<file path="config.mk">
export PLATFORM = sky130hd
export DESIGN_NAME = uart_bridge
export DESIGN_NICKNAME = d
export VERILOG_FILES = /design/src/cmd_pkg.sv /design/src/uart_pkg.sv /design/src/serial_if.sv /design/src/cmd_fifo.sv /design/src/uart_bridge.sv /design/src/uart_cmd_ctrl.sv /design/src/uart_rx_sampler.sv /design/src/uart_tx_serializer.sv
export SDC_FILE = /design/constraint.sdc
export NUM_CORES = 1
export LEC_CHECK = 0
export ABC_CLOCK_PERIOD_IN_PS = 3520
export BUFFER_PORTS_ARGS = -buffer_cell sky130_fd_sc_hd__clkbuf_2
export CAP_MARGIN = 25
export CORE_ASPECT_RATIO = 1.4
export CORE_MARGIN = 5
export CORE_UTILIZATION = 54
export DETAILED_ROUTE_END_ITERATION = 8
export PLACE_DENSITY = 0.85
export SKIP_LAST_GASP = 1
export SYNTH_ARGS = -nofsm -noshare
export SYNTH_HDL_FRONTEND = slang
export SYNTH_HIERARCHICAL = 1
export SYNTH_SLANG_ARGS = --single-unit
</file>
<file path="constraint.sdc">
create_clock -name clk -period 3.52 [get_ports clk]
set_input_delay 0.352 -clock clk [delete_from_list [all_inputs] [get_ports clk]]
set_output_delay 0.352 -clock clk [all_outputs]
set_load 0.01 [all_outputs]
</file>
<file path="src/cmd_pkg.sv">
package cmd_pkg;

  // Host command word layout
  localparam int ADDR_BITS  = 7;
  localparam int WDATA_BITS = 8;
  localparam int CMD_BITS   = 1 + ADDR_BITS + WDATA_BITS;

  typedef struct packed {
    logic                  is_write;
    logic [ADDR_BITS-1:0]  addr;
    logic [WDATA_BITS-1:0] data;
  } cmd_t;

  // Command sequencer states
  typedef enum logic [2:0] {
    ST_IDLE    = 3'd0,
    ST_LOAD    = 3'd1,
    ST_HDR     = 3'd2,
    ST_GAP     = 3'd3,
    ST_DATA    = 3'd4,
    ST_WAIT    = 3'd5,
    ST_DELIVER = 3'd6
  } ctrl_state_t;

endpackage

</file>
<file path="src/uart_pkg.sv">
package uart_pkg;

  // Serial line format, fixed at 8E1
  localparam int DATA_BITS  = 8;
  localparam int FRAME_BITS = 1 + DATA_BITS + 1 + 1;

  // Position within one frame
  typedef enum logic [2:0] {
    PH_IDLE   = 3'd0,
    PH_START  = 3'd1,
    PH_DATA   = 3'd2,
    PH_PARITY = 3'd3,
    PH_STOP   = 3'd4
  } bit_phase_t;

endpackage

</file>
<file path="src/serial_if.sv">
`timescale 1ns/1ps

interface serial_if (
  input logic clk
);

  // Transmit side, one frame at a time
  logic                           tx_start;
  logic [uart_pkg::DATA_BITS-1:0] tx_byte;
  logic                           tx_done;

  // Receive side
  logic                           rx_valid;
  logic [uart_pkg::DATA_BITS-1:0] rx_byte;
  logic                           rx_perr;

  modport ctrl (input clk, output tx_start, output tx_byte, input tx_done,
                input rx_valid, input rx_byte, input rx_perr);

  modport ser (input clk, input tx_start, input tx_byte, output tx_done);

  modport smp (input clk, output rx_valid, output rx_byte, output rx_perr);

endinterface

</file>
<file path="src/cmd_fifo.sv">
`timescale 1ns/1ps

module cmd_fifo #(
  parameter type payload_t  = logic [15:0],
  parameter int  FIFO_DEPTH = 4
) (
  input  logic     clk,
  input  logic     rst_n,
  input  logic     wr_en,
  input  payload_t wr_data,
  input  logic     rd_en,
  output payload_t rd_data,
  output logic     full,
  output logic     empty
);

  localparam int PTR_W = $clog2(FIFO_DEPTH);
  localparam int CNT_W = $clog2(FIFO_DEPTH + 1);
  localparam logic [CNT_W-1:0] CNT_FULL = CNT_W'(FIFO_DEPTH);

  payload_t         mem [FIFO_DEPTH];
  logic [PTR_W-1:0] wr_ptr;
  logic [PTR_W-1:0] rd_ptr;
  logic [CNT_W-1:0] count;
  logic             do_wr;
  logic             do_rd;

  assign full    = (count == CNT_FULL);
  assign empty   = (count == '0);
  assign do_wr   = wr_en && !full;
  assign do_rd   = rd_en && !empty;
  assign rd_data = mem[rd_ptr];

  always_ff @(posedge clk)
  begin
    if (do_wr)
      mem[wr_ptr] <= wr_data;
  end

  // Pointers wrap naturally at a power-of-two depth
  always_ff @(posedge clk or negedge rst_n)
  begin
    if (!rst_n)
    begin
      wr_ptr <= '0;
      rd_ptr <= '0;
      count  <= '0;
    end
    else
    begin
      if (do_wr)
        wr_ptr <= wr_ptr + 1'b1;
      if (do_rd)
        rd_ptr <= rd_ptr + 1'b1;
      if (do_wr && !do_rd)
        count <= count + 1'b1;
      else if (do_rd && !do_wr)
        count <= count - 1'b1;
    end
  end

  a_no_wr_full: assert property (@(posedge clk) disable iff (!rst_n) wr_en |-> !full);
  a_no_rd_empty: assert property (@(posedge clk) disable iff (!rst_n) rd_en |-> !empty);
  a_count_range: assert property (@(posedge clk) disable iff (!rst_n) count <= CNT_FULL);

endmodule

</file>
<file path="src/uart_bridge.sv">
`timescale 1ns/1ps

module uart_bridge #(
  parameter int CLKS_PER_BIT = 434,
  parameter int GAP_BITS     = 16,
  parameter int FIFO_DEPTH   = 4
) (
  input  logic                           clk,
  input  logic                           rst_n,
  input  logic [cmd_pkg::CMD_BITS-1:0]   cmd_in,
  input  logic                           cmd_vld,
  input  logic                           rx,
  output logic                           tx,
  output logic                           cmd_rdy,
  output logic                           read_rdy,
  output logic [uart_pkg::DATA_BITS-1:0] read_data,
  output logic                           read_err
);

  cmd_pkg::cmd_t fifo_head;
  logic          fifo_empty;
  logic          fifo_full;
  logic          fifo_pop;
  logic          fifo_wr;

  // Strobes without space are dropped here
  assign cmd_rdy = !fifo_full;
  assign fifo_wr = cmd_vld && cmd_rdy;

  serial_if i_serial (.clk(clk));

  cmd_fifo #(
    .payload_t  (cmd_pkg::cmd_t),
    .FIFO_DEPTH (FIFO_DEPTH)
  ) i_cmd_fifo (
    .clk     (clk),
    .rst_n   (rst_n),
    .wr_en   (fifo_wr),
    .wr_data (cmd_pkg::cmd_t'(cmd_in)),
    .rd_en   (fifo_pop),
    .rd_data (fifo_head),
    .full    (fifo_full),
    .empty   (fifo_empty)
  );

  uart_cmd_ctrl #(
    .CLKS_PER_BIT (CLKS_PER_BIT),
    .GAP_BITS     (GAP_BITS)
  ) i_uart_cmd_ctrl (
    .clk        (clk),
    .rst_n      (rst_n),
    .fifo_head  (fifo_head),
    .fifo_empty (fifo_empty),
    .fifo_pop   (fifo_pop),
    .read_rdy   (read_rdy),
    .read_data  (read_data),
    .read_err   (read_err),
    .bus        (i_serial.ctrl)
  );

  uart_tx_serializer #(.CLKS_PER_BIT(CLKS_PER_BIT)) i_uart_tx_serializer (
    .clk   (clk),
    .rst_n (rst_n),
    .bus   (i_serial.ser),
    .tx    (tx)
  );

  uart_rx_sampler #(.CLKS_PER_BIT(CLKS_PER_BIT)) i_uart_rx_sampler (
    .clk   (clk),
    .rst_n (rst_n),
    .rx    (rx),
    .bus   (i_serial.smp)
  );

endmodule

</file>
<file path="src/uart_cmd_ctrl.sv">
`timescale 1ns/1ps

module uart_cmd_ctrl #(
  parameter int CLKS_PER_BIT = 434,
  parameter int GAP_BITS     = 16
) (
  input  logic                           clk,
  input  logic                           rst_n,
  input  cmd_pkg::cmd_t                  fifo_head,
  input  logic                           fifo_empty,
  output logic                           fifo_pop,
  output logic                           read_rdy,
  output logic [uart_pkg::DATA_BITS-1:0] read_data,
  output logic                           read_err,
  serial_if.ctrl                         bus
);

  localparam int GAP_CYC = GAP_BITS * CLKS_PER_BIT;
  localparam int GAP_W   = $clog2(GAP_CYC + 1);
  localparam logic [GAP_W-1:0] GAP_LAST = GAP_W'(GAP_CYC - 1);

  cmd_pkg::ctrl_state_t state;
  cmd_pkg::ctrl_state_t state_nxt;
  cmd_pkg::cmd_t        cmd_q;
  logic [GAP_W-1:0]     gap_cnt;
  logic                 gap_done;
  logic                 in_hdr;

  assign gap_done = (gap_cnt == GAP_LAST);
  assign in_hdr   = (state == cmd_pkg::ST_LOAD) || (state == cmd_pkg::ST_HDR);
  assign fifo_pop = (state == cmd_pkg::ST_IDLE) && !fifo_empty;
  assign read_rdy = (state == cmd_pkg::ST_DELIVER);

  // Header frame from LOAD, data frame at the end of the gap
  assign bus.tx_start = (state == cmd_pkg::ST_LOAD) ||
                        (state == cmd_pkg::ST_GAP && gap_done);
  assign bus.tx_byte  = in_hdr ? {cmd_q.is_write, cmd_q.addr} : cmd_q.data;

  always_ff @(posedge clk)
  begin
    if (fifo_pop)
      cmd_q <= fifo_head;
  end

  always_comb
  begin
    state_nxt = state;
    case (state)
      cmd_pkg::ST_IDLE:
      begin
        if (!fifo_empty)
          state_nxt = cmd_pkg::ST_LOAD;
      end
      cmd_pkg::ST_LOAD:
        state_nxt = cmd_pkg::ST_HDR;
      cmd_pkg::ST_HDR:
      begin
        if (bus.tx_done)
          state_nxt = cmd_q.is_write ? cmd_pkg::ST_GAP : cmd_pkg::ST_WAIT;
      end
      cmd_pkg::ST_GAP:
      begin
        if (gap_done)
          state_nxt = cmd_pkg::ST_DATA;
      end
      cmd_pkg::ST_DATA:
      begin
        if (bus.tx_done)
          state_nxt = cmd_pkg::ST_IDLE;
      end
      cmd_pkg::ST_WAIT:
      begin
        // No timeout, a lost reply stalls here
        if (bus.rx_valid)
          state_nxt = cmd_pkg::ST_DELIVER;
      end
      cmd_pkg::ST_DELIVER:
        state_nxt = cmd_pkg::ST_IDLE;
      default:
        state_nxt = cmd_pkg::ST_IDLE;
    endcase
  end

  always_ff @(posedge clk or negedge rst_n)
  begin
    if (!rst_n)
    begin
      state     <= cmd_pkg::ST_IDLE;
      gap_cnt   <= '0;
      read_data <= '0;
      read_err  <= 1'b0;
    end
    else
    begin
      state <= state_nxt;
      if (state == cmd_pkg::ST_GAP)
        gap_cnt <= gap_cnt + 1'b1;
      else
        gap_cnt <= '0;
      if (state == cmd_pkg::ST_WAIT && bus.rx_valid)
      begin
        read_data <= bus.rx_byte;
        read_err  <= bus.rx_perr;
      end
    end
  end

  a_rdy_pulse: assert property (@(posedge clk) disable iff (!rst_n) read_rdy |=> !read_rdy);

endmodule

</file>
<file path="src/uart_rx_sampler.sv">
`timescale 1ns/1ps

module uart_rx_sampler #(
  parameter int CLKS_PER_BIT = 434
) (
  input  logic  clk,
  input  logic  rst_n,
  input  logic  rx,
  serial_if.smp bus
);

  localparam int CNT_W = $clog2(CLKS_PER_BIT + 1);
  localparam int IDX_W = $clog2(uart_pkg::DATA_BITS);
  localparam logic [CNT_W-1:0] BIT_LAST  = CNT_W'(CLKS_PER_BIT - 1);
  localparam logic [CNT_W-1:0] HALF_LAST = CNT_W'(CLKS_PER_BIT / 2 - 1);
  localparam logic [IDX_W-1:0] IDX_LAST  = IDX_W'(uart_pkg::DATA_BITS - 1);

  uart_pkg::bit_phase_t           phase;
  logic [CNT_W-1:0]               clk_cnt;
  logic [IDX_W-1:0]               bit_idx;
  logic [uart_pkg::DATA_BITS-1:0] shreg;
  logic                           par_q;
  logic                           rx_meta;
  logic                           rx_sync;
  logic                           rx_prev;
  logic                           fall;
  logic                           bit_end;
  logic                           mid_start;

  assign fall      = rx_prev && !rx_sync;
  assign bit_end   = (clk_cnt == BIT_LAST);
  assign mid_start = (clk_cnt == HALF_LAST);

  always_ff @(posedge clk or negedge rst_n)
  begin
    if (!rst_n)
    begin
      rx_meta <= 1'b1;
      rx_sync <= 1'b1;
      rx_prev <= 1'b1;
    end
    else
    begin
      rx_meta <= rx;
      rx_sync <= rx_meta;
      rx_prev <= rx_sync;
    end
  end

  // Sampled bits and the reported result
  always_ff @(posedge clk)
  begin
    if (phase == uart_pkg::PH_DATA && bit_end)
      shreg <= {rx_sync, shreg[uart_pkg::DATA_BITS-1:1]};
    if (phase == uart_pkg::PH_PARITY && bit_end)
      par_q <= rx_sync;
    if (phase == uart_pkg::PH_STOP && bit_end)
    begin
      bus.rx_byte <= shreg;
      bus.rx_perr <= (par_q != ^shreg) || !rx_sync;
    end
  end

  always_ff @(posedge clk or negedge rst_n)
  begin
    if (!rst_n)
    begin
      phase        <= uart_pkg::PH_IDLE;
      clk_cnt      <= '0;
      bit_idx      <= '0;
      bus.rx_valid <= 1'b0;
    end
    else
    begin
      bus.rx_valid <= 1'b0;
      case (phase)
        uart_pkg::PH_IDLE:
        begin
          clk_cnt <= '0;
          if (fall)
            phase <= uart_pkg::PH_START;
        end
        uart_pkg::PH_START:
        begin
          clk_cnt <= clk_cnt + 1'b1;
          if (mid_start)
          begin
            // High at mid start bit means noise
            phase   <= rx_sync ? uart_pkg::PH_IDLE : uart_pkg::PH_DATA;
            clk_cnt <= '0;
            bit_idx <= '0;
          end
        end
        default:
        begin
          clk_cnt <= bit_end ? '0 : clk_cnt + 1'b1;
          if (bit_end)
          begin
            case (phase)
              uart_pkg::PH_DATA:
              begin
                bit_idx <= bit_idx + 1'b1;
                if (bit_idx == IDX_LAST)
                  phase <= uart_pkg::PH_PARITY;
              end
              uart_pkg::PH_PARITY:
                phase <= uart_pkg::PH_STOP;
              default:
              begin
                phase        <= uart_pkg::PH_IDLE;
                bus.rx_valid <= 1'b1;
              end
            endcase
          end
        end
      endcase
    end
  end

endmodule

</file>
<file path="src/uart_tx_serializer.sv">
`timescale 1ns/1ps

module uart_tx_serializer #(
  parameter int CLKS_PER_BIT = 434
) (
  input  logic  clk,
  input  logic  rst_n,
  serial_if.ser bus,
  output logic  tx
);

  localparam int CNT_W = $clog2(CLKS_PER_BIT + 1);
  localparam int IDX_W = $clog2(uart_pkg::DATA_BITS);
  localparam logic [CNT_W-1:0] BIT_LAST = CNT_W'(CLKS_PER_BIT - 1);
  localparam logic [IDX_W-1:0] IDX_LAST = IDX_W'(uart_pkg::DATA_BITS - 1);

  uart_pkg::bit_phase_t           phase;
  logic [CNT_W-1:0]               clk_cnt;
  logic [IDX_W-1:0]               bit_idx;
  logic [uart_pkg::DATA_BITS-1:0] data_q;
  logic                           parity_q;
  logic                           bit_end;
  logic                           launch;
  logic                           shift;

  assign bit_end = (clk_cnt == BIT_LAST);
  assign launch  = bus.tx_start && (phase == uart_pkg::PH_IDLE);
  assign shift   = bit_end && (phase == uart_pkg::PH_START || phase == uart_pkg::PH_DATA);

  // Data byte shifts right, LSB always on bit 0
  always_ff @(posedge clk)
  begin
    if (launch)
    begin
      data_q   <= bus.tx_byte;
      parity_q <= ^bus.tx_byte;
    end
    else if (shift)
      data_q <= {1'b0, data_q[uart_pkg::DATA_BITS-1:1]};
  end

  always_ff @(posedge clk or negedge rst_n)
  begin
    if (!rst_n)
    begin
      phase       <= uart_pkg::PH_IDLE;
      clk_cnt     <= '0;
      bit_idx     <= '0;
      tx          <= 1'b1;
      bus.tx_done <= 1'b0;
    end
    else
    begin
      bus.tx_done <= 1'b0;
      if (phase != uart_pkg::PH_IDLE)
        clk_cnt <= bit_end ? '0 : clk_cnt + 1'b1;
      case (phase)
        uart_pkg::PH_IDLE:
        begin
          if (launch)
          begin
            phase <= uart_pkg::PH_START;
            tx    <= 1'b0;
          end
        end
        uart_pkg::PH_START:
        begin
          if (bit_end)
          begin
            phase   <= uart_pkg::PH_DATA;
            bit_idx <= '0;
            tx      <= data_q[0];
          end
        end
        uart_pkg::PH_DATA:
        begin
          if (bit_end)
          begin
            if (bit_idx == IDX_LAST)
            begin
              phase <= uart_pkg::PH_PARITY;
              tx    <= parity_q;
            end
            else
            begin
              bit_idx <= bit_idx + 1'b1;
              tx      <= data_q[0];
            end
          end
        end
        uart_pkg::PH_PARITY:
        begin
          if (bit_end)
          begin
            phase <= uart_pkg::PH_STOP;
            tx    <= 1'b1;
          end
        end
        uart_pkg::PH_STOP:
        begin
          if (bit_end)
          begin
            phase       <= uart_pkg::PH_IDLE;
            bus.tx_done <= 1'b1;
          end
        end
        default:
          phase <= uart_pkg::PH_IDLE;
      endcase
    end
  end

  // Controller must wait for tx_done before the next frame
  a_start_idle: assert property (@(posedge clk) disable iff (!rst_n)
    bus.tx_start |-> phase == uart_pkg::PH_IDLE);

endmodule
</file>
==> flow_metrics.env <==
export IMPL_run_status="completed"
export IMPL_cts_root_buf="clkbuf_16"
export IMPL_grt_max_degree=46
export IMPL_vdd_drop_max_uv=441.2
export IMPL_wl_met3_um=469
export IMPL_synth_area_leaders="edfxtp_1, dfrtp_1, mux4_1"
export IMPL_dp_hpwl_mm=8.573
export IMPL_diodes=0
export IMPL_wl_per_cell_um=18.10
export IMPL_wl_met1_mm=5.184
export IMPL_viasPerCell=5.830
export IMPL_period_needed_ns=2.690
export IMPL_drt_iter0_drc=274
export IMPL_crit_required_ns=3.65
export IMPL_synth_largest_area_cell="edfxtp_1"
export IMPL_rsz0062_at_grt="no"
export IMPL_holdPathStages=1
export IMPL_syn_inst=493
export IMPL_synth_edf_count=107
export IMPL_post_synth_top_count_cell="edfxtp_1"
export IMPL_io_buffers=31
export IMPL_hold_path_end="i_cmd_fifo/mem[3][9]"
export IMPL_synth_seq_area_share_pct=64.72
export IMPL_initial_core_util_pct=54.89
export IMPL_tns_ns=0
export IMPL_p_leak_nw=3.324
export IMPL_critPathMaxFanout=10
export IMPL_top_layer_used="met4"
export IMPL_share_comb_of_total_power_pct=24.3
export IMPL_clockPowerShare_pct=29.0
export IMPL_cts_sinks=175
export IMPL_switching_share_pct=30.53
export IMPL_maxSlewViolCount=0
export IMPL_setup_violations=0
export IMPL_antenna_found_initial=0
export IMPL_hold_start="cmd_in[9]"
export IMPL_wl_met2_mm=7.424
export IMPL_synth_nets=529
export IMPL_cp_start_kind="flip-flop"
export IMPL_synth_top_area_share_pct=42.27
export IMPL_max_freq_mhz=371.7
export IMPL_cp_end_kind="flip-flop"
export IMPL_firstDrtPassIters=5
export IMPL_synth_flop_cell="edfxtp_1"
export IMPL_overflow=0
export IMPL_io_pins=32
export IMPL_cts_tree="yes"
export IMPL_syn2layout_area_growth_pct=12.95
export IMPL_drt_wl_total_mm=13.29
export IMPL_finalCritPeriodShare_pct=76.43
export IMPL_drive_gt1_share_pct=21.68
export IMPL_r2r_start="i_uart_cmd_ctrl/gap_cnt[0]"
export IMPL_num_vias=4279
export IMPL_place_ws_ns=0.6212
export IMPL_r2r_end="i_uart_tx_serializer/data_q[5]"
export IMPL_worst_slew_pin_slew_ns=0.8554
export IMPL_drtAntennaViolNets=0
export IMPL_rows=51
export IMPL_rr_worst_depth=7
export IMPL_pwr_share_seq_pct=46.7
export IMPL_post_cts_setup_buffers=0
export IMPL_hold_buffers=1
export IMPL_ys_ff_latch=175
export IMPL_clk_pin_slew_worst_paths_ns=0.07
export IMPL_gp_congestion=0.8224
export IMPL_die_h_um=150.4
export IMPL_p_int_mw=4.451
export IMPL_synth_area_um2=7601
export IMPL_htreeDepth=4
export IMPL_cts_resized=0
export IMPL_criticalPathCategory="reg2reg"
export IMPL_dieArea_um2=16580
export IMPL_maxCapViolations=0
export IMPL_power_density_nw_per_um2=746.2
export IMPL_nets=572
export IMPL_r2r_slack_ns=0.83
export IMPL_fin_worst_skew_ns=0.009629
export IMPL_track_usage_pct=17.48
export IMPL_drc=0
export IMPL_syn_area_per_cell_um2=15.42
export IMPL_synthArstFlopShare_pct=38.86
export IMPL_worst_slack_ns=0.8297
export IMPL_cts_buffers=17
export IMPL_p_sw_mw=1.956
export IMPL_die_w_um=110.3
export IMPL_cts_buffer_depth=2
export IMPL_arrival_ns=2.82
export IMPL_core_region_area_um2=13850
export IMPL_synth_cell_types=71
export IMPL_finalHoldViolations=0
export IMPL_slew_headroom_pct=42.97
export IMPL_hold_class="in2reg"
export IMPL_grt_pass1_wl_mm=22.00
export IMPL_synth_common_cells="edfxtp_1, dfrtp_1, nor2_1"
export IMPL_yosysWarningCount=6
export IMPL_grt_pass1_vias=4479
export IMPL_clock_latency_ns=0.43
worst max-delay path by stage:
stage,start,endpoint,slack (ns),depth (start not counted)
final,i_uart_cmd_ctrl/gap_cnt[0],i_uart_tx_serializer/data_q[5],0.83,7
after detailed placement,i_cmd_fifo/count[0],i_cmd_fifo/count[1],0.62,8
after global routing,i_uart_cmd_ctrl/gap_cnt[0],i_uart_tx_serializer/data_q[2],0.69,7
after global placement,i_cmd_fifo/count[0],i_cmd_fifo/count[1],0.74,8
after CTS,i_cmd_fifo/count[0],i_cmd_fifo/count[1],0.60,8
after floorplan,i_cmd_fifo/count[0],i_cmd_fifo/count[1],0.57,8
metrics by stage:
stage / total power, mW / instance area, um2 / hold WS (ns) / utilization, % / cells
detailed placement: 4.491 / 7914 / 0.3468 / 57.15 / 697
CTS: 6.403 / 8517 / 0.1043 / 61.51 / 730
global placement: 4.364 / 7914 / 0.3474 / 57.15 / 697
finish: 6.407 / 8586 / 0.1434 / 62.00 / 734
floorplan: 4.152 / 7607 / 0.05641 / - / 493
global route: 6.753 / 8586 / 0.1287 / 62.00 / 734
per-layer routing:
metal,track usage (%),up-vias
met4,5.792,0
met2,31.32,96
li1,-,1975
met1,20.23,2190
met5,0,-
met3,4.419,18
logic make-up (layout without fill, tap and decap cells):
logic type | count (synthesis) | in the layout | synth area share (%)
buf+inv | 36 | 92 | 2.601
compound gates | 60 | 60 | 5.729
xor+xnor | 33 | 33 | 3.984
flops | 175 | 175 | 64.72
simple gates | 127 | 127 | 10.24
mux | 46 | 46 | 9.992
fa+ha+maj | 16 | 16 | 2.733
power groups by stage:
stage | logic [mW] | registers [mW] | clock network [mW]
after floorplan | 1.29 | 2.87 | 0
after global placement | 1.35 | 3.02 | 0
after detailed placement | 1.43 | 3.06 | 0
after CTS | 1.47 | 3.03 | 1.91
after global routing | 1.71 | 3.04 | 2.00
final | 1.56 | 2.99 | 1.86
flip-flops by register name, summed over array words and instances, names as in the netlist, 2 cells and up:
register and count:
i_cmd_fifo/count 3, i_uart_rx_sampler/phase 3, i_cmd_fifo/mem 64, i_cmd_fifo/rd_ptr 2, i_uart_rx_sampler/shreg 8, i_uart_cmd_ctrl/read_data 8
i_uart_tx_serializer/bit_idx 3, i_uart_cmd_ctrl/cmd_q 16, i_uart_rx_sampler/bus.rx_byte 8, i_uart_rx_sampler/bit_idx 3, i_uart_tx_serializer/data_q 8, i_cmd_fifo/wr_ptr 2
i_uart_cmd_ctrl/state 3, i_uart_tx_serializer/phase 3, i_uart_tx_serializer/clk_cnt 9, i_uart_cmd_ctrl/gap_cnt 13, i_uart_rx_sampler/clk_cnt 9
cell type report:
| cell class | instances | area, um2 |
|---|---|---|
| flip-flops and latches | 175 | 4920 |
| clock inverters | 15 | 167.7 |
| clock buffers | 17 | 425.4 |
| repair buffers | 41 | 271.5 |
| fillers | 972 | 5261 |
| well taps | 185 | 231.5 |
| multi-input cells | 282 | 2499 |
| inverters | 19 | 71.32 |
layout by cell type, fill, tap and decap left out, types with 5 or more instances in the layout:
master | netlist | final
edfxtp_1 | 107 | 107
dfrtp_1 | 64 | 64
clkbuf_2 | 0 | 30
nor2_1 | 21 | 21
inv_1 | 19 | 19
xnor2_1 | 19 | 19
clkbuf_16 | 0 | 17
nand2_1 | 17 | 17
ha_1 | 15 | 15
a21oi_1 | 15 | 15
mux2_2 | 14 | 14
xor2_1 | 13 | 13
o31ai_1 | 11 | 11
and2_1 | 10 | 10
nand3_1 | 10 | 10
mux2_4 | 9 | 9
nor3_1 | 9 | 9
mux4_2 | 8 | 8
mux4_1 | 8 | 8
o21ai_0 | 8 | 8
nand4_1 | 7 | 7
or4_1 | 7 | 7
nand2b_1 | 6 | 6
or3_1 | 5 | 5
mux2_1 | 5 | 5
buf_4 | 0 | 5
worst max-delay path, cell delays in order (launching register included):
cell and delay (ns):
dfrtp_1 0.40, ha_1 0.29, and4_1 0.24, nand4_1 0.13
a211oi_1 0.37, or4b_4 0.62, o31ai_1 0.12, buf_4 0.22
Power figures use the tool's default switching activity.
